### config.mk
export PLATFORM = sky130hd
export DESIGN_NAME = execute_unit
export DESIGN_NICKNAME = d
export VERILOG_FILES = /design/src/source/core_pkg.sv /design/src/source/execute_unit.sv
export SDC_FILE = /design/constraint.sdc
export NUM_CORES = 1
export LEC_CHECK = 0
export BUFFER_PORTS_ARGS = -buffer_cell sky130_fd_sc_hd__buf_2
export CAP_MARGIN = 20
export CORE_ASPECT_RATIO = 2
export CORE_MARGIN = 2
export CORE_UTILIZATION = 40
export DETAILED_ROUTE_END_ITERATION = 8
export PLACE_DENSITY = 0.76
export SYNTH_ARGS = -nofsm -noshare
export SYNTH_HDL_FRONTEND = slang
export SYNTH_SLANG_ARGS = --single-unit
### constraint.sdc
create_clock -name vclk -period 6.6
set_clock_uncertainty 0.2 [all_clocks]
set_input_delay 0.66 -clock vclk [all_inputs]
set_output_delay 0.66 -clock vclk [all_outputs]
set_load 0.02 [all_outputs]
### src/source/core_pkg.sv
package core_pkg;

    typedef logic [31:0] word_t;
    typedef logic [4:0] reg_addr_t;

    // PC counts in half-words, two per instruction
    localparam word_t INSTR_STEP = 32'd2;
    localparam int PMEM_ADDR_WIDTH = 8;
    localparam int RAM_ADDR_WIDTH = 8;

    typedef enum logic [5:0] {
        OP_NOP  = 6'd0,
        OP_ADD  = 6'd1,
        OP_SUB  = 6'd2,
        OP_AND  = 6'd3,
        OP_OR   = 6'd4,
        OP_XOR  = 6'd5,
        OP_SLL  = 6'd6,
        OP_SRL  = 6'd7,
        OP_SLT  = 6'd8,
        OP_ADDI = 6'd9,
        OP_LUI  = 6'd10,
        OP_LW   = 6'd11,
        OP_SW   = 6'd12,
        OP_BEQ  = 6'd13,
        OP_BNE  = 6'd14,
        OP_JAL  = 6'd15,
        OP_JALR = 6'd16,
        OP_OUT  = 6'd17
    } opcode_e;

    typedef enum logic [3:0] {
        ALU_ADD, ALU_SUB, ALU_AND, ALU_OR, ALU_XOR, ALU_SLL, ALU_SRL, ALU_SLT
    } alu_op_e;

    typedef enum logic [1:0] {OP1_RS1, OP1_IMM, OP1_PC} operand1_src_e;

    typedef enum logic [2:0] {
        OP2_RS2, OP2_IMM, OP2_CONST_2, OP2_CONST_12, OP2_UPPER_IMM
    } operand2_src_e;

    typedef enum logic {TGT_PC, TGT_RS1} target_src_e;

    typedef enum logic [1:0] {
        NPC_SEQUENTIAL, NPC_BRANCH_ZERO, NPC_BRANCH_NOT_ZERO, NPC_JUMP
    } next_pc_src_e;

    typedef enum logic [1:0] {WB_ALU, WB_RAM, WB_NONE} wb_src_e;

    typedef struct packed {
        reg_addr_t rd;
        alu_op_e alu_op;
        operand1_src_e op1_src;
        operand2_src_e op2_src;
        target_src_e target_src;
        next_pc_src_e next_pc_src;
        wb_src_e wb_src;
        logic reg_write;
        logic ram_write;
        logic stdout_write;
    } ctrl_t;

    typedef struct packed {
        word_t instruction;
        word_t pc;
    } if_id_t;

    typedef struct packed {
        word_t pc;
        word_t rs1_data;
        word_t rs2_data;
        word_t imm;
        ctrl_t ctrl;
    } id_ex_t;

    typedef struct packed {
        word_t pc;
        word_t rs1_data;
        word_t rs2_data;
        word_t alu_result;
        logic zero;
        word_t target;
        ctrl_t ctrl;
    } ex_mem_t;

    typedef struct packed {
        word_t ram_data;
        word_t alu_result;
        word_t next_pc;
        reg_addr_t rd;
        wb_src_e wb_src;
        logic reg_write;
    } mem_wb_t;

    typedef struct packed {
        logic valid;
        logic [PMEM_ADDR_WIDTH-1:0] index;
        word_t data;
    } prog_write_t;

    typedef struct packed {
        logic pc;
        logic if_id;
        logic id_ex;
        logic ex_mem;
        logic mem_wb;
    } phase_enables_t;

endpackage

### src/source/execute_unit.sv
module execute_unit (
    input core_pkg::id_ex_t stage,
    output core_pkg::ex_mem_t result
);

    import core_pkg::*;

    word_t operand1;
    word_t operand2;
    word_t target_base;
    word_t alu_result;

    always_comb begin
        case (stage.ctrl.op1_src)
            OP1_RS1: operand1 = stage.rs1_data;
            OP1_IMM: operand1 = stage.imm;
            OP1_PC:  operand1 = stage.pc;
            default: operand1 = '0;
        endcase
    end

    always_comb begin
        case (stage.ctrl.op2_src)
            OP2_RS2:       operand2 = stage.rs2_data;
            OP2_IMM:       operand2 = stage.imm;
            OP2_CONST_2:   operand2 = 32'd2;
            OP2_CONST_12:  operand2 = 32'd12;
            OP2_UPPER_IMM: operand2 = stage.imm << 12;
            default:       operand2 = '0;
        endcase
    end

    // Result ALU
    always_comb begin
        case (stage.ctrl.alu_op)
            ALU_ADD: alu_result = operand1 + operand2;
            ALU_SUB: alu_result = operand1 - operand2;
            ALU_AND: alu_result = operand1 & operand2;
            ALU_OR:  alu_result = operand1 | operand2;
            ALU_XOR: alu_result = operand1 ^ operand2;
            ALU_SLL: alu_result = operand1 << operand2[4:0];
            ALU_SRL: alu_result = operand1 >> operand2[4:0];
            ALU_SLT: alu_result = {31'd0, $signed(operand1) < $signed(operand2)};
            default: alu_result = '0;
        endcase
    end

    // Branch and jump target
    assign target_base = (stage.ctrl.target_src == TGT_RS1) ? stage.rs1_data : stage.pc;

    always_comb begin
        result.pc = stage.pc;
        result.rs1_data = stage.rs1_data;
        result.rs2_data = stage.rs2_data;
        result.alu_result = alu_result;
        result.zero = (alu_result == '0);
        result.target = target_base + stage.imm;
        result.ctrl = stage.ctrl;
    end

endmodule

# Word-level counts from Yosys, hierarchy flattened
# Cells that the tools add are included.
# word_totals
register_bits,0
in_bits,150
out_inout_bits,183
word_cells,30
# op_classes
n_addsub,3
magnitude_cmp,1
n_eq_ne,13
shifts,2
muxes,4
n_bitwise,3
reduce_logical,4
# ops
op,count
case mux 32 bit (8 select lines),1
case mux 32 bit (5 select lines),1
case mux 32 bit (3 select lines),1
adder 32 bit,2
AND 32 bit,1
zero test 32 bit,1
< comparator 32 bit,1
2-to-1 mux 32 bit,1
bitwise OR 32 bit,1
<< shifter 32 x 5 -> 32 bit,1
>> shifter 32 x 5 -> 32 bit,1
subtractor 32 bit,1
XOR 32 bit,1
equality test 4 x 3 -> 1 bit (second input constant),4
equality test 4 x 2 -> 1 bit (second input constant),2
equality test 3 x 2 -> 1 bit (second input constant),2
equality test 4 x 1 -> 1 bit (second input constant),1
zero test 4 bit,1
equality test 3 x 1 -> 1 bit (second input constant),1
equality test 3 bit (second input constant),1
zero test 3 bit,1
equality test 2 x 1 -> 1 bit (second input constant),1
equality test 2 bit (second input constant),1
zero test 2 bit,1

# Longest topological paths before layout
# depth
depth_word,5
mapped_depth,23
ltp_nobuf,18

# Worst setup path after synthesis
# No wires, ideal clock.
# synth_timing
path_kind,input port to output port
start,input port stage[9] in the netlist's numbering
end,output port result[54] in the netlist's numbering
t_arrival_ns,6.158
required_time_ns,5.740
setup_slack_ns,-0.418
path_stages,21
n_path_buf,7
path_cell_list,buf_4 > nor3b_1 > o21a_1 > buf_2 > buf_2 > buf_2 > buf_2 > buf_1 > ha_1 > buf_2 > a21oi_2 > o31ai_2 > o22a_2 > a21o_2 > a2111oi_4 > o311ai_2 > and4_1 > or4_4 > or4_1 > or4b_1 > nor4_2
# synth_rtl
item,line_no,text
start: declaration,execute_unit.sv:2,"input core_pkg::id_ex_t stage,"
end: declaration,execute_unit.sv:3,output core_pkg::ex_mem_t result

==> results.yml <==
timing:
  finalMaxSlewViolations: 0
  min_period_over_period: 0.9878
  setup_violations: 0
  period_minus_slack_ns: 6.520
  timing.fmax_ghz: 0.1534
  rsz0062_at_grt: "true"
  worstMarginPinSlew_ns: 1.086
  slew_headroom: 0.2761
  hold_viol: 0
worst_setup_path:
  cp.buffers_inverters: 6
  cpPeakStageDelay_ns: 0.58
  crit_family: "simple AND/OR/NAND/NOR gates"
  cp-start-kind: "primary input"
  crit_required_ns: 5.74
  path_class: "in2out"
  cp-end-kind: "output port"
  path_cells: "clkbuf_4 > buf_6 > buf_6 > mux2i_1 > o21ai_1 > buf_4 > inv_1 > mux4_2 > nor2_1 > a31oi_1 > o211ai_1 > or4_1 > or4b_1 > nor4_2 > nand4b_1 > or4_4 > nor4_4 > buf_4"
  worst_ep_arrival_time_ns: 5.66
  crit_fanout: 15
  slowest_stage: "or4b_1"
grt:
  grt_pass1_vias: 18280
  grtUsageTotal: 0.4681
  grt_max_degree: 76
  overflow: 0
  grt_pass1_wl_um: 124400
  antenna_found_initial: 11
layout:
  multi_input_area_mm2: 0.01200
  nFlopsAndLatches: 0
  clock_buffers: 0
  final_nets: 2688
  drive_gt1_frac: 0.3389
  fillers: 3484
  final_util: 0.5082
  seq_area_um2: 0
  syn2layout_area_growth_pct: 25.34
yosys:
  synth_xor_area_frac: 0.02524
  synth_top_cell_by_area: "ha_1"
  synth_top_family_by_area: "compound AO/OA/AOI/OAI gates"
  synth_area_mm2: 0.01388
  yosysTopAreaCellShare: 0.1181
  synth.distinct_cells: 112
  ys_warn_count: 0
  synth_nets: 2277
  synth_area_leaders: "ha_1 12%, mux2i_1 10%, buf_4 7.2%"
  yosysMostFrequentCell: "nand2_1"
  synthMuxAreaShare: 0.1576
  yosys.area_share.simple: 0.1997
  ys_seq_area_frac: 0
  ys_top_cells_by_count: "180 x nand2_1, 157 x nor2_1, 138 x mux2i_1"
  synthAdderAreaFrac: 0.1224
  synth-compound-area-share: 0.3440
  postSynthCellCount: 1993
  avgSynthCellArea_um2: 6.964
die:
  core-area_mm2: 0.03423
  io_pins: 333
  die_area_mm2: 0.03629
  fp.dieW_um: 135.7
  start_util: 0.4054
  die_h_um: 267.4
  core.rowCount: 96
min_path:
  hold_path.class: "in2out"
place:
  numPortBuffers: 309
  place_congestion: 1.105
  hpwlAfterDp_um: 71290
detailed_routing:
  firstDrtPassIters: 6
  drt_wl_total_um: 87960
  via_per_inst: 6.700
  vias: 19080
  drt_iter0_drc: 2073
  antenna_left: 0
  drc: 0
  wl_per_cell_um: 30.88
run:
  maxCapViolations: 0
outcome:
  outcome: "complete, no violations"
==> logic make-up after synthesis <==
family | after synthesis
mux | 195
xor+xnor | 40
simple gates | 573
compound gates | 671
buf+inv | 380
fa+ha+maj | 134
==> cell usage in the layout, fill, tap and decap left out, types with 13 or more instances in the layout <==
cell | Yosys | routed
o2bb2ai_1 | 18 | 18
nor4_1 | 15 | 13
o31ai_1 | 16 | 14
o221ai_1 | 22 | 20
a21oi_1 | 132 | 130
o22ai_1 | 42 | 42
nor3_1 | 50 | 46
inv_1 | 113 | 112
o21bai_1 | 14 | 14
mux2_2 | 41 | 41
o2111ai_1 | 16 | 15
xnor2_1 | 28 | 28
o21ai_1 | 15 | 16
a211oi_1 | 36 | 35
ha_1 | 131 | 127
a211o_1 | 18 | 18
o211ai_1 | 43 | 43
a21o_1 | 30 | 29
nor2_1 | 157 | 157
buf_4 | 133 | 344
nand3_1 | 45 | 45
a31oi_1 | 16 | 16
buf_2 | 39 | 308
a221oi_1 | 16 | 16
nand2_1 | 180 | 180
o21ai_0 | 106 | 103
mux2i_1 | 138 | 135
==> final timing paths <==
kind              depth (start not counted)  startpoint    endpoint
setup / recovery                         18   stage[12]  result[54]
hold / removal                            0    stage[0]   result[0]
==> what timing repair did <==
action                                  in CTS  in global routing
pin swaps                                    4                 12
hold endpoints to repair                     0                  0
endpoints found under the setup margin       1                  1
buffers inserted                             2                  4
resized for setup                           10                 37
hold buffers                                 0                  0
==> stage by stage <==
step | instances | TNS, ns | hold WS (ns) | instance area (um^2) | setup slack [ns]
3_3_place_gp | 2833 | -0.6240 | 1.120 | 17100 | -0.6240
6_report | 2848 | 0 | 1.120 | 17400 | 0.08045
4_1_cts | 2836 | 0 | 1.120 | 17160 | 0.0008087
2_1_floorplan | 1993 | 0 | 1.233 | 13910 | 0.006586
5_1_grt | 2846 | -0.06819 | 1.120 | 17390 | -0.06819
3_5_place_dp | 2834 | -0.5454 | 1.120 | 17100 | -0.5454
==> area by class of cell <==
type / count / share of cell area
tap: 441 / 0.03172
multi-input combinational: 1613 / 0.6897
timing repair buffer: 669 / 0.2517
inverter: 120 / 0.02618
antenna: 5 / 0.0007192
==> layer usage <==
layer | vias up | share of wire | wire length, um | global-route usage
li1 | 8208 | - | - | -
met4 | 10 | 0.13 | 11340 | 0.4443
met3 | 509 | 0.090 | 7954 | 0.1062
met5 | - | 0.00078 | 69 | 0
met1 | 8989 | 0.33 | 28890 | 0.4854
met2 | 1365 | 0.45 | 39700 | 0.7648
