--- src/source/core_pkg.sv ---
package core_pkg;

    typedef logic [31:0] word_t;
    typedef logic [4:0] reg_addr_t;

    // PC counts in half-words, two per instruction
    localparam word_t INSTR_STEP = 32'd2;
    localparam int PMEM_ADDR_WIDTH = 8;
    localparam int RAM_ADDR_WIDTH = 8;

    typedef enum logic [5:0] {
        OP_NOP  = 6'd0,
        OP_ADD  = 6'd1,
        OP_SUB  = 6'd2,
        OP_AND  = 6'd3,
        OP_OR   = 6'd4,
        OP_XOR  = 6'd5,
        OP_SLL  = 6'd6,
        OP_SRL  = 6'd7,
        OP_SLT  = 6'd8,
        OP_ADDI = 6'd9,
        OP_LUI  = 6'd10,
        OP_LW   = 6'd11,
        OP_SW   = 6'd12,
        OP_BEQ  = 6'd13,
        OP_BNE  = 6'd14,
        OP_JAL  = 6'd15,
        OP_JALR = 6'd16,
        OP_OUT  = 6'd17
    } opcode_e;

    typedef enum logic [3:0] {
        ALU_ADD, ALU_SUB, ALU_AND, ALU_OR, ALU_XOR, ALU_SLL, ALU_SRL, ALU_SLT
    } alu_op_e;

    typedef enum logic [1:0] {OP1_RS1, OP1_IMM, OP1_PC} operand1_src_e;

    typedef enum logic [2:0] {
        OP2_RS2, OP2_IMM, OP2_CONST_2, OP2_CONST_12, OP2_UPPER_IMM
    } operand2_src_e;

    typedef enum logic {TGT_PC, TGT_RS1} target_src_e;

    typedef enum logic [1:0] {
        NPC_SEQUENTIAL, NPC_BRANCH_ZERO, NPC_BRANCH_NOT_ZERO, NPC_JUMP
    } next_pc_src_e;

    typedef enum logic [1:0] {WB_ALU, WB_RAM, WB_NONE} wb_src_e;

    typedef struct packed {
        reg_addr_t rd;
        alu_op_e alu_op;
        operand1_src_e op1_src;
        operand2_src_e op2_src;
        target_src_e target_src;
        next_pc_src_e next_pc_src;
        wb_src_e wb_src;
        logic reg_write;
        logic ram_write;
        logic stdout_write;
    } ctrl_t;

    typedef struct packed {
        word_t instruction;
        word_t pc;
    } if_id_t;

    typedef struct packed {
        word_t pc;
        word_t rs1_data;
        word_t rs2_data;
        word_t imm;
        ctrl_t ctrl;
    } id_ex_t;

    typedef struct packed {
        word_t pc;
        word_t rs1_data;
        word_t rs2_data;
        word_t alu_result;
        logic zero;
        word_t target;
        ctrl_t ctrl;
    } ex_mem_t;

    typedef struct packed {
        word_t ram_data;
        word_t alu_result;
        word_t next_pc;
        reg_addr_t rd;
        wb_src_e wb_src;
        logic reg_write;
    } mem_wb_t;

    typedef struct packed {
        logic valid;
        logic [PMEM_ADDR_WIDTH-1:0] index;
        word_t data;
    } prog_write_t;

    typedef struct packed {
        logic pc;
        logic if_id;
        logic id_ex;
        logic ex_mem;
        logic mem_wb;
    } phase_enables_t;

endpackage

--- src/source/decoder.sv ---
module decoder (
    input core_pkg::word_t instruction,
    output core_pkg::reg_addr_t rs1,
    output core_pkg::reg_addr_t rs2,
    output core_pkg::word_t imm,
    output core_pkg::ctrl_t ctrl
);

    import core_pkg::*;

    opcode_e opcode;

    assign opcode = opcode_e'(instruction[31:26]);
    assign rs2 = instruction[15:11];
    assign imm = {{16{instruction[15]}}, instruction[15:0]};

    // LUI reads r0 so the ALU adds zero to the shifted immediate
    assign rs1 = (opcode == OP_LUI) ? 5'd0 : instruction[20:16];

    always_comb begin
        ctrl = '0;
        ctrl.rd = instruction[25:21];
        ctrl.alu_op = ALU_ADD;
        ctrl.op1_src = OP1_RS1;
        ctrl.op2_src = OP2_RS2;
        ctrl.target_src = TGT_PC;
        ctrl.next_pc_src = NPC_SEQUENTIAL;
        ctrl.wb_src = WB_NONE;
        case (opcode)
            OP_ADD, OP_SUB, OP_AND, OP_OR, OP_XOR, OP_SLL, OP_SRL, OP_SLT: begin
                ctrl.alu_op = alu_op_e'(opcode - OP_ADD);
                ctrl.wb_src = WB_ALU;
                ctrl.reg_write = 1'b1;
            end
            OP_ADDI: begin
                ctrl.op2_src = OP2_IMM;
                ctrl.wb_src = WB_ALU;
                ctrl.reg_write = 1'b1;
            end
            OP_LUI: begin
                ctrl.op2_src = OP2_UPPER_IMM;
                ctrl.wb_src = WB_ALU;
                ctrl.reg_write = 1'b1;
            end
            OP_LW: begin
                ctrl.op2_src = OP2_IMM;
                ctrl.wb_src = WB_RAM;
                ctrl.reg_write = 1'b1;
            end
            OP_SW: begin
                ctrl.op2_src = OP2_IMM;
                ctrl.ram_write = 1'b1;
            end
            OP_BEQ, OP_BNE: begin
                ctrl.alu_op = ALU_SUB;
                ctrl.next_pc_src = (opcode == OP_BEQ) ? NPC_BRANCH_ZERO : NPC_BRANCH_NOT_ZERO;
            end
            OP_JAL, OP_JALR: begin
                // Link value is the following instruction
                ctrl.op1_src = OP1_PC;
                ctrl.op2_src = OP2_CONST_2;
                ctrl.target_src = (opcode == OP_JALR) ? TGT_RS1 : TGT_PC;
                ctrl.next_pc_src = NPC_JUMP;
                ctrl.wb_src = WB_ALU;
                ctrl.reg_write = 1'b1;
            end
            OP_OUT: ctrl.stdout_write = 1'b1;
            default: ;
        endcase
    end

endmodule

--- config.mk ---
export PLATFORM = sky130hd
export DESIGN_NAME = decoder
export DESIGN_NICKNAME = d
export VERILOG_FILES = /design/src/source/core_pkg.sv /design/src/source/decoder.sv
export SDC_FILE = /design/constraint.sdc
export NUM_CORES = 1
export LEC_CHECK = 0
export ABC_CLOCK_PERIOD_IN_PS = 1910
export BUFFER_PORTS_ARGS = -buffer_cell sky130_fd_sc_hd__buf_2
export CORE_MARGIN = 2
export CORE_UTILIZATION = 33
export DETAILED_ROUTE_END_ITERATION = 16
export PLACE_DENSITY = 0.91
export SLEW_MARGIN = 20
export SYNTH_ARGS = -nofsm -noshare
export SYNTH_HDL_FRONTEND = slang
export SYNTH_SLANG_ARGS = --single-unit
--- constraint.sdc ---
create_clock -name vclk -period 1.91
set_input_delay 0.382 -clock vclk [all_inputs]
set_output_delay 0.382 -clock vclk [all_outputs]
set_load 0.01 [all_outputs]
# After elaboration in Yosys (flattened, before gate mapping)
# Cells that the tools add are included.
[classes] addsub=1 eq_ne=17 mux=11 n_reduce_logical=5
[ops] op="$eq 6x4->1 const B" n=8
[ops] op="$eq 6x3->1 const B" n=4
[ops] op="$eq 6x2->1 const B" n=2
[ops] op="$eq 6x5->1 const B" n=2
[ops] op="$reduce_or 12->1" n=1
[ops] op="$pmux 3 s3" n=1
[ops] op="$pmux 4 s2" n=1
[ops] op="$reduce_or 8->1" n=1
[ops] op="$eq 6x1->1 const B" n=1
[ops] op="$pmux 3 s2" n=1
[ops] op="$mux 5" n=1
[ops] op="$mux 1" n=4
[ops] op="$mux 2" n=2
[ops] op="$pmux 2 s2" n=1
[ops] op="$reduce_or 2->1" n=2
[ops] op="$sub 4x1->4 const B" n=1
[ops] op="$reduce_or 3->1" n=1
[word_totals] ff_bits=0 out_inout_bits=64 wordCells=34

# Depth between registers and ports, before layout
[depth] word_depth=3 depth_mapped=5 depth_no_buf=5

# Worst setup path before layout
# Ideal clock, no wire load.
[synth_path] path_kind="input-to-output" start="input instruction[26]" end="output ctrl[4] (netlist name)" arrival_ns=1.467 t_required_ns=1.528 setup_slack_ns=0.061 cell_stages=5 path_buffers=0 path_cell_list="inv_1 > ha_1 > or3_4 > a32oi_4 > and3b_1"
[synth_lines] element="start, declared" line="decoder.sv:2" rtl="input core_pkg::word_t instruction,"
[synth_lines] element="end, declared" line="decoder.sv:6" rtl="output core_pkg::ctrl_t ctrl"

==> results.json <==
{
  "path_delay_family": "simple AND/OR/NAND/NOR gates",
  "dr.first_iter.drc_count": 6,
  "grt_pass1_vias": 457,
  "crit_fanout": 6,
  "wirelength_um": 1380,
  "diodes": 0,
  "hold_class": "input port to primary output",
  "grt_usage_pct": 9.87,
  "io_buffers": 32,
  "dp_cells": 117,
  "ant_nets": 0,
  "rows": 16,
  "n_clock_buffer": 0,
  "criticalPathCategory": "input port to primary output",
  "core_mm2": 0.00198,
  "layout.cells.non_filler": 119,
  "cpMaxStageDelayCell": "or3_4",
  "switching_share_pct": 48.7,
  "start_util_pct": 35.1,
  "p_int_uw": 65.2,
  "dp_slack_ns": -0.195,
  "hold_slack_ns": 0.764,
  "startpoint": "instruction[27]",
  "routabilityCongestion": 0.810,
  "seqPwrFrac_pct": 0,
  "postLayoutCellArea_um2": 702,
  "syn_area_um2": 696,
  "fin_util_pct": 35.4,
  "status": "finished with violations",
  "wl_per_cell_um": 11.6,
  "period_share_pct": 104,
  "path_buf_inv": 2,
  "period_minus_slack_ns": 1.99,
  "finalHoldViolations": 0,
  "worstPathArrival_ns": 1.61,
  "drive_above_1_share_pct": 59.8,
  "crit_chain": "buf_8, ha_4, or3_4, a32oi_4, and3b_1, buf_2",
  "crit_path_start_kind": "input port",
  "holdPathStages": 0,
  "synth_cell_types": 28,
  "synth.largest_area_cell": "buf_4",
  "netSwitchingPower_uw": 61.9,
  "dr.pass1.iters": 4,
  "drc": 0,
  "fin_ws_ns": -0.0803,
  "syn_nets": 129,
  "max_freq_mhz": 502,
  "seq_area_um2": 0,
  "drv_cap": 0,
  "comb_power_share_pct": 100.0,
  "nNetsFinal": 130,
  "gr-total-overflow": 0,
  "die_w_um": 49.9,
  "crit_cells": 6,
  "netlist_instances": 93,
  "avgViaCountPerCell": 4.41,
  "yosysMostFrequentCell": "buf_4",
  "synth_top_area_share_pct": 46.4,
  "yosysSeqAreaShare_pct": 0,
  "num_vias": 525,
  "yosysWarnings": 0,
  "synthesis.area_per_instance_um2": 7.48,
  "post-dp-hpwl_um": 1140,
  "irDropWorstVdd_v": 0.0000776,
  "grt_max_degree": 19,
  "critPathMaxStageDelay_ns": 0.39,
  "synth.top_cells.by_count": "43 x buf_4, 7 x and2_1, 6 x nor2_1",
  "seq_cells": 0,
  "antenna_found_initial": 0,
  "total_leakage_power_uw": 0.000355,
  "worstHoldStart": "instruction[23]",
  "p_per_area_mw_per_mm2": 181,
  "dpl_cell_area_um2": 619,
  "die_area_mm2": 0.00249,
  "violations": "negative setup slack",
  "synth_area_leaders": "buf_4 46%, ha_1 7.2%, and2_1 6.3%, a32oi_4 4.0%, buf_6 3.2%",
  "ioPinCount": 96,
  "grt_pass1_wl_um": 2060,
  "area_growth_syn_to_layout_pct": 0.899,
  "rsz0062_at_grt": "true",
  "fill_cells": 204,
  "die_y_um": 49.9,
  "crit_path_end_kind": "primary output",
  "slew_violations": 0,
  "crit_required_ns": 1.53,
  "setup_viol": 3,
  "pwr-share-clk_pct": 0
}
-- repair_timing --
| action | in CTS | in global routing |
|---|---|---|
| hold buffers | 0 | 0 |
| pin swaps | 6 | 4 |
| setup buffers | 1 | 2 |
| gates cloned | 0 | 0 |
| endpoints found under the setup margin | 7 | 9 |
| gates resized for setup | 14 | 3 |
-- cells in the final DEF (no fill, tap or decap), types with 2 or more instances in the layout --
cell type / instances
ha_4: 3
xnor2_1: 2
inv_1: 2
nor2_1: 6
buf_4: 12
nand2_1: 3
nor3_1: 3
and2_1: 7
buf_2: 30
-- cell type report --
cell class                 instances  area (um^2)  area share [%]
tap                               27         33.8            4.81
inverter                           4         17.5            2.50
multi-input combinational         44          375            53.5
timing repair buffer              44          275            39.2
-- cell families (layout without fill, tap and decap cells) --
family / Yosys count / after routing / share of synthesized area, %
AOI/OAI and AO/OA: 7 / 7 / 10.4
xor gates and xnor gates: 3 / 3 / 3.78
adders and majority gates: 4 / 4 / 7.19
buffers and inverters: 49 / 48 / 51.8
other: 1 / 1 / 0.539
and+or+nand+nor: 29 / 29 / 26.3
-- per-layer routing --
metal	vias up	GRT usage [%]	wire length [um]
met3	0	2.42	146
met5	-	0	0
met2	42	20.4	743
met4	0	0.463	0
li1	260	-	-
met1	223	10.1	490
-- power by group through the flow --
stage | combinational (uW) | clock (uW) | sequential, uW
after floorplan | 155 | 0 | 0
after global placement | 109 | 0 | 0
after detailed placement | 111 | 0 | 0
after CTS | 121 | 0 | 0
after global routing | 140 | 0 | 0
final | 127 | 0 | 0
-- final timing paths --
kind	slack [ns]	endpoint
worst max-delay path	-0.08	ctrl[4]
worst min-delay path	0.76	ctrl[19]
-- per-stage QoR --
| stage | TNS [ns] | total power (uW) |
|---|---|---|
| finish | -0.126 | 127 |
| global route | -0.306 | 140 |
| global placement | -0.571 | 109 |
| CTS | -0.190 | 121 |
| floorplan | 0 | 155 |
| detailed placement | -0.739 | 111 |
Note: power is estimated with default switching activity, not from simulation.
