### src/source/core_pkg.sv
package core_pkg;

    typedef logic [31:0] word_t;
    typedef logic [4:0] reg_addr_t;

    // PC counts in half-words, two per instruction
    localparam word_t INSTR_STEP = 32'd2;
    localparam int PMEM_ADDR_WIDTH = 8;
    localparam int RAM_ADDR_WIDTH = 8;

    typedef enum logic [5:0] {
        OP_NOP  = 6'd0,
        OP_ADD  = 6'd1,
        OP_SUB  = 6'd2,
        OP_AND  = 6'd3,
        OP_OR   = 6'd4,
        OP_XOR  = 6'd5,
        OP_SLL  = 6'd6,
        OP_SRL  = 6'd7,
        OP_SLT  = 6'd8,
        OP_ADDI = 6'd9,
        OP_LUI  = 6'd10,
        OP_LW   = 6'd11,
        OP_SW   = 6'd12,
        OP_BEQ  = 6'd13,
        OP_BNE  = 6'd14,
        OP_JAL  = 6'd15,
        OP_JALR = 6'd16,
        OP_OUT  = 6'd17
    } opcode_e;

    typedef enum logic [3:0] {
        ALU_ADD, ALU_SUB, ALU_AND, ALU_OR, ALU_XOR, ALU_SLL, ALU_SRL, ALU_SLT
    } alu_op_e;

    typedef enum logic [1:0] {OP1_RS1, OP1_IMM, OP1_PC} operand1_src_e;

    typedef enum logic [2:0] {
        OP2_RS2, OP2_IMM, OP2_CONST_2, OP2_CONST_12, OP2_UPPER_IMM
    } operand2_src_e;

    typedef enum logic {TGT_PC, TGT_RS1} target_src_e;

    typedef enum logic [1:0] {
        NPC_SEQUENTIAL, NPC_BRANCH_ZERO, NPC_BRANCH_NOT_ZERO, NPC_JUMP
    } next_pc_src_e;

    typedef enum logic [1:0] {WB_ALU, WB_RAM, WB_NONE} wb_src_e;

    typedef struct packed {
        reg_addr_t rd;
        alu_op_e alu_op;
        operand1_src_e op1_src;
        operand2_src_e op2_src;
        target_src_e target_src;
        next_pc_src_e next_pc_src;
        wb_src_e wb_src;
        logic reg_write;
        logic ram_write;
        logic stdout_write;
    } ctrl_t;

    typedef struct packed {
        word_t instruction;
        word_t pc;
    } if_id_t;

    typedef struct packed {
        word_t pc;
        word_t rs1_data;
        word_t rs2_data;
        word_t imm;
        ctrl_t ctrl;
    } id_ex_t;

    typedef struct packed {
        word_t pc;
        word_t rs1_data;
        word_t rs2_data;
        word_t alu_result;
        logic zero;
        word_t target;
        ctrl_t ctrl;
    } ex_mem_t;

    typedef struct packed {
        word_t ram_data;
        word_t alu_result;
        word_t next_pc;
        reg_addr_t rd;
        wb_src_e wb_src;
        logic reg_write;
    } mem_wb_t;

    typedef struct packed {
        logic valid;
        logic [PMEM_ADDR_WIDTH-1:0] index;
        word_t data;
    } prog_write_t;

    typedef struct packed {
        logic pc;
        logic if_id;
        logic id_ex;
        logic ex_mem;
        logic mem_wb;
    } phase_enables_t;

endpackage

### src/source/phase_sequencer.sv
module phase_sequencer (
    input logic clk,
    input logic reset_n,
    input logic run,
    output core_pkg::phase_enables_t enables,
    output logic pipe_reset_n
);

    typedef enum logic [2:0] {
        PH_FETCH, PH_DECODE, PH_EXECUTE, PH_MEMORY, PH_WRITEBACK
    } phase_e;

    phase_e phase;

    always_ff @(posedge clk) begin
        if (!reset_n) begin
            phase <= PH_FETCH;
        end else if (!run || phase == PH_WRITEBACK) begin
            phase <= PH_FETCH;
        end else begin
            phase <= phase_e'(phase + 3'd1);
        end
    end

    // One stage register loads per cycle
    always_comb begin
        enables = '0;
        if (run) begin
            case (phase)
                PH_FETCH:     enables.if_id = 1'b1;
                PH_DECODE:    enables.id_ex = 1'b1;
                PH_EXECUTE:   enables.ex_mem = 1'b1;
                PH_MEMORY:    enables.mem_wb = 1'b1;
                PH_WRITEBACK: enables.pc = 1'b1;
                default:      enables = '0;
            endcase
        end
    end

    // Stage registers and PC held clear while stopped
    assign pipe_reset_n = reset_n && run;

    // Phase never leaves the five legal states while running
    enables_onehot: assert property (
        @(posedge clk) disable iff (!reset_n) run |-> $onehot(enables));

endmodule

### config.mk
export PLATFORM = sky130hd
export DESIGN_NAME = phase_sequencer
export DESIGN_NICKNAME = d
export VERILOG_FILES = /design/src/source/core_pkg.sv /design/src/source/phase_sequencer.sv
export SDC_FILE = /design/constraint.sdc
export NUM_CORES = 1
export LEC_CHECK = 0
export BUFFER_PORTS_ARGS = -buffer_cell sky130_fd_sc_hd__buf_4
export CAP_MARGIN = 20
export CORE_AREA = 3 3 40 42
export CTS_CLUSTER_SIZE = 40
export DETAILED_ROUTE_END_ITERATION = 6
export DIE_AREA = 0 0 43 45
export GPL_TIMING_DRIVEN = 1
export RECOVER_POWER = 25
export SKIP_CTS_REPAIR_TIMING = 1
export SLEW_MARGIN = 20
export SYNTH_ARGS = -nofsm -noshare
export SYNTH_HDL_FRONTEND = slang
export SYNTH_SLANG_ARGS = --single-unit
### constraint.sdc
create_clock -name clk -period 1.1 [get_ports clk]
set_clock_uncertainty 0.15 [all_clocks]
set_input_delay 0.165 -clock clk [delete_from_list [all_inputs] [get_ports clk]]
set_output_delay 0.165 -clock clk [all_outputs]
set_load 0.03 [all_outputs]
---- Yosys cells after proc, flatten, opt, wreduce, memory -nomap -nowiden ----
Index checks and enable logic that the tools add are counted.
W data, S select, Z words.
word-level totals
  bits in registers ....................... 3
  input port bits ......................... 3
  output and inout port bits .............. 6
operators by class
  $add $sub $neg .......................... 1
  equality and inequality tests ........... 4
  muxes and demuxes ....................... 6
  bitwise operators ....................... 1
  reductions and logical operators ........ 5
operator list
  kind                   number
  $eq A3 B2 Y1 const B   2
  $mux W1                5
  $mux W5                1
  $add A3 B1 Y3 const B  1
  $eq A3 B1 Y1 const B   1
  $eq A3 B3 Y1 const B   1
  $logic_not A3 Y1       1
  $reduce_or A2 Y1       1
  $logic_and A1 B1 Y1    1
  $logic_not A1 Y1       1
  $logic_or A1 B1 Y1     1
  $not A1 Y1             1

---- Depth between registers and ports, before layout ----
Gate-level depths: netlist of the first run.
  word-level depth ........................ 3
  gate-level depth with buffers ........... 4
  gate-level depth less buffers ........... 4

---- Worst setup path after synthesis of the first run ----
No wires, ideal clock.
  path type ............................... register -> output
  from .................................... register phase[0]
  to ...................................... output port enables[0] (netlist bit)
  data arrival time ....................... 0.888 ns
  data required time ...................... 0.785 ns
  path slack .............................. -0.103 ns
  cell stages (with the launch flop) ...... 4
  cells stage by stage .................... dfxtp_1 ha_1 ha_1 and2_2
RTL lines
  what                    line                   RTL
  from (decl)             phase_sequencer.sv:13  phase_e phase;
  from (signal assigned)  phase_sequencer.sv:21  phase <= phase_e'(phase + 3'd1);
  to (decl)               phase_sequencer.sv:5   output core_pkg::phase_enables_t enables,

==> results by group, run 1 <==
Status
  – Status: finished with violations
  – Failing checks: setup timing

Critical path
  – Worst Setup End Kind: primary output
  – Delay-heaviest family, CP: flip-flops
  – Worst Setup Path Type: flop to primary output
  – CP Data Arrival Time: 1150 ps
  – Req. time, crit path: 780 ps
  – Worst setup SP type: flop
  – Critical path's largest stage delay: 350 ps
  – Crit-path cells: ha_4 -> ha_4 -> and2_4 -> buf_6
  – Bufs and invs on worst path: 1
  – CP most frequent cell: ha_4
  – CP Max Fanout: 4
  – Slowest-stage cell, CP: dfxtp_4

STA
  – Setup violators final: 6
  – Slew @ Worst Pin: 172.6 ps
  – Final worst slack: -362.5 ps
  – Hold WS: 55.94 ps
  – RSZ-0062 raised after global routing: yes
  – FMAX: 683.8 MHz
  – Final-report hold violation count: 0
  – Fin. max-slew vios: 0
  – Final Critical Period: 1462 ps
  – Relative slew slack: 88.54%
  – Final Cycle Share: 133.0%

Global route
  – Overflow after GRT: 0
  – Initial antenna violation count: 0
  – First-pass GRT wire length: 669 um
  – GRT Util Overall: 5.320%
  – Pin count of the biggest net entering global routing: 6
  – Vias in the first global route: 183

Routing
  – Pre-antenna DRT Iters: 1
  – Routed vias/inst: 3.784
  – Vias: 193
  – Final ANT Viol Nets: 0
  – Initial drt markers: 0
  – # DRC: 0
  – Final WL: 445 um
  – Drt wl/cell: 8.725 um

Synth
  – Syn_area_per_cell: 9.194 um^2
  – Post-Syn Area: 211.5 um^2
  – EDFF count, synth: 0
  – Area share of the largest cell type after synthesis: 29.59%
  – Syn nets: 31
  – Yosys warning count: 0
  – Post-synthesis sequential area ratio: 28.40%
  – Synth top area cells: ha_1 30%, dfxtp_1 28%, and2_1 8.9%, inv_1 7.1%, nor3b_1 7.1%
  – FF+latch count, synth: 3
  – Ys async rst share: 0%
  – Post-synthesis cell type count: 10
  – Cells after Synth: 23
  – Top cells by count, synth: 5 x ha_1, 4 x inv_1, 3 x and2_1, 3 x dfxtp_1
  – Top FF cell, synth: dfxtp_1
  – Cell with the most instances after synthesis: ha_1
  – Leading area contributor after synthesis: ha_1

CTS
  – CTS tree: done
  – TritonCTS Buffers: 3
  – Clock latency on the worst-skew pair: 230 ps
  – CTS root buffer: clkbuf_4
  – Clk buf depth: 2
  – H-tree Lvls: 1
  – Clk slew on worst S/H paths: 40 ps
  – CTS sink count: 3

Place
  – GPL Wtd Cong: 0.6588
  – Post-DP Area: 325.3 um^2
  – I/O Buffers: 8
  – Dpl cells: 47

Finish
  – Final Instance Area: 397.9 um^2
  – Sequential Area: 67.56 um^2
  – Register bank with the most flops: phase
  – Diode count: 0
  – Non-Filler Instances: 51
  – Multi-input gate area: 191.4 um^2
  – Layout cell share with drive strength beyond 1: 72.22%
  – Area growth syn-to-layout: 88.17%
  – Max reg flops: 3
  – Largest regs: phase: 3 flops
  – Layout fillers: 139
  – Nets@finish: 45

Floorplanning
  – Die ar.: 1935 um^2
  – Die Wd: 43 um
  – Row count: 13
  – Ports: 9
  – Initial Utilization: 16.46%
  – Core area: 1285 um^2
  – Vert. Die Dim: 45 um

Power and ir drop
  – Pwr Density: 943.1 nW/um^2
  – LEAKAGE: 0.1742 nW
  – Max IR drop VDD: 0.0003939 V

Flow run
  – Max Cap Viol: 0

Hold path
  – HP Class: input port to flop
[cell families (layout without fill, tap and decap cells)]
kind of cell / after synthesis / count (layout) / share of synthesized area, %
and+or+nand+nor: 11 / 11 / 34.92
adders and majority gates: 5 / 5 / 29.59
buffers and inverters: 4 / 17 / 7.099
DFF: 3 / 3 / 28.40
[placed cells by master (no fill, tap or decap), drive strengths merged]
cell type  instances
buf                8
ha                 5
clkbuf             5
and2               4
inv                4
dfxtp              3
nand2              2
nor3b              2
nor2b              1
and3               1
and4               1
[layout make-up]
type                       count  share of cell area (%)
clock buffer                   4                   6.604
sequential                     3                   16.98
tap                           15                   4.717
multi-input combinational     16                   48.11
timing repair buffer           9                   19.18
inverter                       4                   4.403
[worst register-to-register path, delay by kind of cell, from the launching register on]
family                   cells  cell delay, ps
adder cells (fa/ha/maj)      2             390
flip-flops                   1             350
AND/OR/NAND/NOR              1             150
[path summary, 6_finish.rpt]
check | cells after the start | to | slack, ps | start
max | 4 | enables[0] | -360 | phase[0]$_SDFF_PP0_
min | 2 | phase[1]$_SDFF_PP0_ | 60 | reset_n
max reg2reg | 3 | phase[2]$_SDFF_PP0_ | -20 | phase[0]$_SDFF_PP0_
min reg2reg | 1 | phase[0]$_SDFF_PP0_ | 310 | phase[0]$_SDFF_PP0_
[where the power goes]
part / leakage (nW) / switching (W) / internal, W
logic: 0.133 / 0.0000352 / 0.0000311
registers: 0.0259 / 0.00000584 / 0.000111
clock network: 0.0150 / 0.0000565 / 0.000136
total: 0.174 / 0.0000975 / 0.000278
[through the flow]
| step | setup TNS [ps] | total power, W | worst slack [ps] | utilization, % |
|---|---|---|---|---|
| 5_1_grt | -1967 | 0.0004066 | -396.7 | 30.96 |
| 2_1_floorplan | -44.95 | 0.0001563 | -15.23 | - |
| 3_5_place_dp | -859.4 | 0.0001794 | -169.5 | 25.32 |
| 3_3_place_gp | -784.7 | 0.0001787 | -161.8 | 25.32 |
| 6_report | -1653 | 0.0003752 | -362.5 | 30.96 |
| 4_1_cts | -2183 | 0.0003841 | -428.3 | 27.36 |
[routing by layer]
layer,global-route usage [%],wire length (um)
met2,6.587,196
met1,4.556,175
met5,0,0
met3,3.187,57
met4,9.036,15
Power figures use the tool's default switching activity.
==> run 2, diff against run 1 <==
Settings changed: PLACE_DENSITY set to 0.36.
==> run 2 against run 1 <==
The run still ends with setup timing left. Critical path depth unchanged. Sequential power about the same. Maximum frequency up 0.19%. Wire length down 2.5%. Total power up 1.0%. Sequential share of layout area down 0.78 points. Clock power about the same. Clock-buffer cell count unchanged. Largest cell class unchanged. Largest power group unchanged.
==> results by group, run 2 (synthesis gave the netlist of run 1 again) <==
Status
  – Status: finished with violations (unchanged)
  – Failing checks: setup timing (unchanged)

Global route
  – Pin count of the biggest net entering global routing: 5 (was 6)
  – Vias in the first global route: 197 (was 183)
  – GRT Util Overall: 5.491% (was 5.320%)
  – First-pass GRT wire length: 696 um (was 669 um)
  – Initial antenna violation count: 0 (unchanged)
  – Overflow after GRT: 0 (unchanged)

Critical path
  – Bufs and invs on worst path: 1 (unchanged)
  – Crit-path cells: ha_4 -> ha_4 -> and2_4 -> buf_6 (unchanged)
  – Critical path startpoint: phase[0]$_SDFF_PP0_ (unchanged)
  – Req. time, crit path: 780 ps (about the same)
  – Worst Setup Path Type: flop to primary output (unchanged)
  – Worst setup endpoint: enables[0] (unchanged)
  – Critical path's largest stage delay: 350 ps (about the same)
  – Worst Setup End Kind: primary output (unchanged)
  – Slowest-stage cell, CP: dfxtp_4 (unchanged)
  – CP Data Arrival Time: 1140 ps (was 1150 ps)
  – Critical path depth: 4 (unchanged)
  – CP most frequent cell: ha_4 (unchanged)
  – Worst setup SP type: flop (unchanged)
  – Worst r2r src: phase[0]$_SDFF_PP0_ (unchanged)
  – Delay-heaviest family, CP: flip-flops (unchanged)
  – CP Max Fanout: 4 (unchanged)
  – R2R Path End: phase[1]$_SDFF_PP0_ (was phase[2]$_SDFF_PP0_)
  – R2R setup slack: 10 ps (was -20 ps)
  – Cells on worst reg2reg path: 4 (was 3)

Floorplanning
  – Core area: 1285 um^2 (unchanged)
  – Initial Utilization: 16.46% (unchanged)
  – Ports: 9 (unchanged)
  – Vert. Die Dim: 45 um (unchanged)
  – Row count: 13 (unchanged)
  – Die Wd: 43 um (unchanged)
  – Die ar.: 1935 um^2 (unchanged)

CTS
  – CTS sink count: 3 (unchanged)
  – CTS root buffer: clkbuf_4 (unchanged)
  – H-tree Lvls: 1 (unchanged)
  – TritonCTS Buffers: 3 (unchanged)
  – CTS tree: done (unchanged)
  – Clk buf depth: 2 (unchanged)
  – Clock latency on the worst-skew pair: 230 ps (about the same)
  – Clk slew on worst S/H paths: 40 ps (about the same)

Finish
  – Area growth syn-to-layout: 89.94% (was 88.17%)
  – Largest regs: phase: 3 flops (unchanged)
  – Max reg flops: 3 (unchanged)
  – Layout fillers: 137 (was 139)
  – Most frequent cells in the layout: 5 x buf_4, 4 x buf_6, 3 x and2_4, 3 x ha_4, 3 x clkbuf_4 (was 5 x buf_4, 3 x and2_4, 3 x ha_4, 3 x clkbuf_4, 3 x buf_6)
  – Diode count: 0 (unchanged)
  – Multi-input gate area: 188.9 um^2 (was 191.4 um^2)
  – Most common cell after layout, fill and taps aside: buf_4 (unchanged)
  – Register bank with the most flops: phase (unchanged)
  – Nets@finish: 46 (was 45)
  – Layout cell share with drive strength beyond 1: 70.27% (was 72.22%)
  – Sequential Area: 65.06 um^2 (was 67.56 um^2)

STA
  – Setup violators final: 5 (was 6)
  – Final worst slack: -359.7 ps (was -362.5 ps)
  – Fin. max-slew vios: 0 (unchanged)
  – FMAX: 685.1 MHz (was 683.8 MHz)
  – Final-report hold violation count: 0 (unchanged)
  – Setup_tns: -1551 ps (was -1653 ps)
  – Relative slew slack: 88.58% (was 88.54%)
  – RSZ-0062 raised after global routing: yes (unchanged)
  – Final Critical Period: 1460 ps (was 1462 ps)
  – Final Cycle Share: 132.7% (was 133.0%)
  – Slew @ Worst Pin: 172.1 ps (was 172.6 ps)

Place
  – Worst Setup Slack post-DPL: -173.3 ps (was -169.5 ps)
  – Detail Placement HPWL: 350.2 um
  – I/O Buffers: 8 (unchanged)
  – GPL Wtd Cong: 0.6568 (was 0.6588)

Routing
  – Drt wl/cell: 8.346 um (was 8.725 um)
  – Routed vias/inst: 3.769 (was 3.784)
  – Initial drt markers: 0 (unchanged)
  – Final WL: 434 um (was 445 um)
  – Final ANT Viol Nets: 0 (unchanged)
  – Pre-antenna DRT Iters: 1 (unchanged)
  – # DRC: 0 (unchanged)
  – Vias: 196 (was 193)

Flow run
  – Max Cap Viol: 0 (unchanged)

Hold path
  – HP Class: input port to flop (unchanged)

Power and ir drop
  – Max IR drop VDD: 0.0004446 V (was 0.0003939 V)
  – Pwr Density: 943.7 nW/um^2 (was 943.1 nW/um^2)
  – LEAKAGE: 0.1774 nW (was 0.1742 nW)
  – Power Total: 0.0003790 W (was 0.0003752 W)
==> run 2: changes by cell type in the layout (fill, tap and decap cells not counted) <==
cell | before | now
buf_6 | 3 | 4
dfxtp_2 | 0 | 1
dfxtp_4 | 2 | 1
inv_2 | 1 | 2
inv_4 | 1 | 0
nand2_1 | 1 | 2
nand2_2 | 1 | 0
==> run 2: routing by layer <==
layer  part of all wire [%]  vias to the layer above  track usage (%)
met5                      0                        -                0
li1                       -                      101                -
met4                    2.5                        0            9.036
met1                     40                       86            4.808
met2                     49                        7            7.784
met3                    7.8                        2            1.992
==> run 2: worst register-to-register path: stages (launching register included) <==
cell and delay, ps:
dfxtp_4 350, inv_2 70, ha_4 130, nand2_1 70, and4_1 200
==> run 2: power breakdown <==
group | total [W] | internal [W] | switching [W]
clock network | 0.000191 | 0.000136 | 0.0000550
registers | 0.000118 | 0.000112 | 0.00000532
logic | 0.0000704 | 0.0000355 | 0.0000349
==> run 2: worst min path at each step <==
stage,startpoint,to,slack (ps),depth (start not counted)
floorplan,run,phase[0]$_SDFF_PP0_,180,2
global placement,phase[0]$_SDFF_PP0_,phase[0]$_SDFF_PP0_,300,1
detailed placement,reset_n,phase[1]$_SDFF_PP0_,310,2
CTS,reset_n,phase[1]$_SDFF_PP0_,70,2
global route,reset_n,phase[1]$_SDFF_PP0_,80,2
finish,reset_n,phase[1]$_SDFF_PP0_,70,2
==> run 2: final cells by class <==
| cell class | instances | share of cell area [%] |
|---|---|---|
| Timing Repair Buffer | 10 | 21.81 |
| Sequential cell | 3 | 16.20 |
| Tap cell | 15 | 4.673 |
| Multi-Input combinational cell | 16 | 47.04 |
| Clock buffer | 4 | 6.542 |
| Inverter | 4 | 3.738 |
==> run 2: stage by stage <==
step / area, um^2 / hold WS, ps / util (%) / instances
detailed placement: 332.8 / 305.4 / 25.90 / 48
floorplan: 239.0 / 177.5 / - / 23
global route: 401.6 / 82.30 / 31.26 / 52
global placement: 332.8 / 300.2 / 25.90 / 48
finish: 401.6 / 70.05 / 31.26 / 52
CTS: 359.1 / 67.58 / 27.95 / 52
==> run 3, diff against run 2 <==
--- a/config.mk
+++ b/config.mk
@@ -9,6 +9,6 @@
 export CAP_MARGIN = 20
-export CORE_AREA = 3 3 40 42
+export CORE_AREA = 4 4 41 43
 export CTS_CLUSTER_SIZE = 40
 export DETAILED_ROUTE_END_ITERATION = 6
-export DIE_AREA = 0 0 43 45
+export DIE_AREA = 0 0 45 47
 export GPL_TIMING_DRIVEN = 1
==> constraint.sdc (replaced) <==
create_clock -name clk -period 1.1 [get_ports clk]
set_clock_uncertainty 0.15 [all_clocks]
set_input_delay 0.11 -clock clk [delete_from_list [all_inputs] [get_ports clk]]
set_output_delay 0.11 -clock clk [all_outputs]
set_load 0.03 [all_outputs]
==> run 3 against run 2 <==
Critical path depth stayed put. Worst setup slack better by 60 ps. Highest routed layer is now met3. Via count is 3.1% lower. Combinational power is 4.0% higher. Critical endpoint unchanged. Sequential share of layout area is 0.22 points lower. The run still ends with setup timing left. First-iteration DRC count is 2 higher. Global-route usage hardly changed. Worst hold slack worse by 49 ps. Final area is 5.3% higher.
==> results by group, run 3 (synthesis gave the netlist of run 1 again) <==
Floorplanning
  – Core area: 1301 um^2 (was 1285 um^2)
  – Row count: 13 (unchanged)
  – Die Wd: 45 um (was 43 um)
  – Initial Utilization: 16.25% (was 16.46%)
  – Ports: 9 (unchanged)
  – Vert. Die Dim: 47 um (was 45 um)
  – Die ar.: 2115 um^2 (was 1935 um^2)

Global route
  – First-pass GRT wire length: 807 um (was 696 um)
  – GR Util met1: 5.227% (was 4.808%)
  – Overflow after GRT: 0 (unchanged)
  – GRT Util Overall: 5.529% (was 5.491%)
  – Vias in the first global route: 201 (was 197)
  – Pin count of the biggest net entering global routing: 6 (was 5)
  – Met2 Track Usage GR: 8.475% (was 7.784%)
  – Met3 GRT Util: 3.065% (was 1.992%)
  – GR peak layer: met2 (was met4)
  – Initial antenna violation count: 0 (unchanged)

Finish
  – Largest regs: phase: 3 flops (unchanged)
  – Nets@finish: 46 (unchanged)
  – Core Util, Final: 32.50% (was 31.26%)
  – Most frequent cells in the layout: 6 x buf_6, 4 x ha_4, 3 x clkbuf_4, 3 x buf_4 (was 5 x buf_4, 4 x buf_6, 3 x and2_4, 3 x ha_4, 3 x clkbuf_4)
  – Diode count: 0 (unchanged)
  – Area growth syn-to-layout: 100.0% (was 89.94%)
  – Most common cell after layout, fill and taps aside: buf_6 (was buf_4)
  – Max reg flops: 3 (unchanged)
  – Register bank with the most flops: phase (unchanged)
  – Non-Filler Instances: 52 (unchanged)
  – Layout cell share with drive strength beyond 1: 70.27% (unchanged)

Critical path
  – Req. time, crit path: 840 ps (was 780 ps)
  – Cells on worst reg2reg path: 4 (unchanged)
  – Worst r2r src: phase[1]$_SDFF_PP0_ (was phase[0]$_SDFF_PP0_)
  – Worst Setup End Kind: primary output (unchanged)
  – R2R setup slack: -20 ps (was 10 ps)
  – Worst setup SP type: flop (unchanged)
  – CP Max Fanout: 4 (unchanged)
  – Worst Setup Path Type: flop to primary output (unchanged)
  – CP Data Arrival Time: 1140 ps (about the same)
  – R2R Path End: phase[1]$_SDFF_PP0_ (unchanged)

Hold path
  – Hold path cells: 2 (unchanged)
  – Startpoint of the worst hold path: reset_n (unchanged)
  – WHS Endpoint: phase[1]$_SDFF_PP0_ (unchanged)
  – HP Class: input port to flop (unchanged)

STA
  – RSZ-0062 raised after global routing: yes (unchanged)
  – Fin. max-slew vios: 0 (unchanged)
  – Setup violators final: 6 (was 5)
  – Final Cycle Share: 127.2% (was 132.7%)
  – Hold WS: 20.65 ps (was 70.05 ps)
  – FMAX: 714.5 MHz (was 685.1 MHz)
  – Final Critical Period: 1400 ps (was 1460 ps)
  – Final-report hold violation count: 0 (unchanged)
  – Slew @ Worst Pin: 172.7 ps (was 172.1 ps)
  – Final worst slack: -299.6 ps (was -359.7 ps)
  – Relative slew slack: 88.54% (was 88.58%)

Power and ir drop
  – Pwr Density: 892.9 nW/um^2 (was 943.7 nW/um^2)
  – Max IR drop VDD: 0.0004354 V (was 0.0004446 V)
  – LEAKAGE: 0.1857 nW (was 0.1774 nW)

Place
  – I/O Buffers: 8 (unchanged)
  – GPL Wtd Cong: 0.5734 (was 0.6568)
  – Worst Setup Slack post-DPL: -130.3 ps (was -173.3 ps)
  – Dpl cells: 48 (unchanged)
  – Detail Placement HPWL: 365.9 um (was 350.2 um)

CTS
  – CTS sink count: 3 (unchanged)
  – CTS root buffer: clkbuf_4 (unchanged)
  – CTS tree: done (unchanged)
  – Clock latency on the worst-skew pair: 230 ps (about the same)
  – Clk buf depth: 2 (unchanged)
  – Clk slew on worst S/H paths: 40 ps (about the same)
  – H-tree Lvls: 1 (unchanged)
  – TritonCTS Buffers: 3 (unchanged)

Routing
  – Initial drt markers: 2 (was 0)
  – Final WL: 485 um (was 434 um)
  – Routed vias/inst: 3.654 (was 3.769)
  – Vias: 190 (was 196)
  – Drt wl/cell: 9.327 um (was 8.346 um)
  – Final ANT Viol Nets: 0 (unchanged)
  – # DRC: 0 (unchanged)
  – Pre-antenna DRT Iters: 2 (was 1)

Status
  – Failing checks: setup timing (unchanged)
  – Status: finished with violations (unchanged)

Flow run
  – Max Cap Viol: 0 (unchanged)
run 3: cell counts in the layout (fill, tap and decap cells not counted):
No cell type changed its count.
run 3: metrics by stage:
step / total power (W) / setup TNS (ps) / area (um^2)
final: 0.0003776 / -1363 / 422.9
after global routing: 0.0004089 / -1660 / 422.9
after CTS: 0.0003791 / -1894 / 334.1
after detailed placement: 0.0001772 / -600.8 / 307.8
after global placement: 0.0001761 / -501.0 / 307.8
after floorplan: 0.0001500 / -29.37 / 214.0
run 3: worst max-delay path, cell delays in order (launching register included):
cell and delay (ps):
dfxtp_4 350, ha_4 160, ha_4 140, and2_4 120, buf_6 130
run 3: layout make-up:
cell class / count / area, um^2
Tap cell: 15 / 18.77
Clock buffer: 4 / 26.28
Inverter: 4 / 15.01
Timing Repair Buffer: 10 / 95.09
Sequential cell: 3 / 67.56
Fill cell: 144 / 878.3
Multi-Input combinational cell: 16 / 200.2
run 3: routing by layer:
| metal | wire length, um | vias to the layer above | part of all wire, % |
|---|---|---|---|
| li1 | - | 100 | - |
| met1 | 198 | 84 | 41 |
| met2 | 244 | 6 | 50 |
| met3 | 43 | 0 | 8.9 |
| met4 | 0 | 0 | 0 |
| met5 | 0 | - | 0 |
run 3: worst max path at each step:
stage | start | to | slack (ps) | cells past startpoint
6_report | phase[0]$_SDFF_PP0_ | enables[0] | -300 | 4
5_1_grt | phase[0]$_SDFF_PP0_ | enables[0] | -330 | 4
4_1_cts | phase[0]$_SDFF_PP0_ | enables[0] | -380 | 4
3_5_place_dp | phase[0]$_SDFF_PP0_ | enables[0] | -130 | 4
3_3_place_gp | phase[0]$_SDFF_PP0_ | enables[0] | -130 | 4
2_1_floorplan | phase[0]$_SDFF_PP0_ | phase[2]$_SDFF_PP0_ | -30 | 3
run 3: report_power, final:
group / switching, W / internal [W] / leakage [nW]
clock: 0.0000523 / 0.000136 / 0.0150
sequential: 0.00000564 / 0.000111 / 0.0259
combinational: 0.0000370 / 0.0000362 / 0.145
total: 0.0000950 / 0.000283 / 0.186
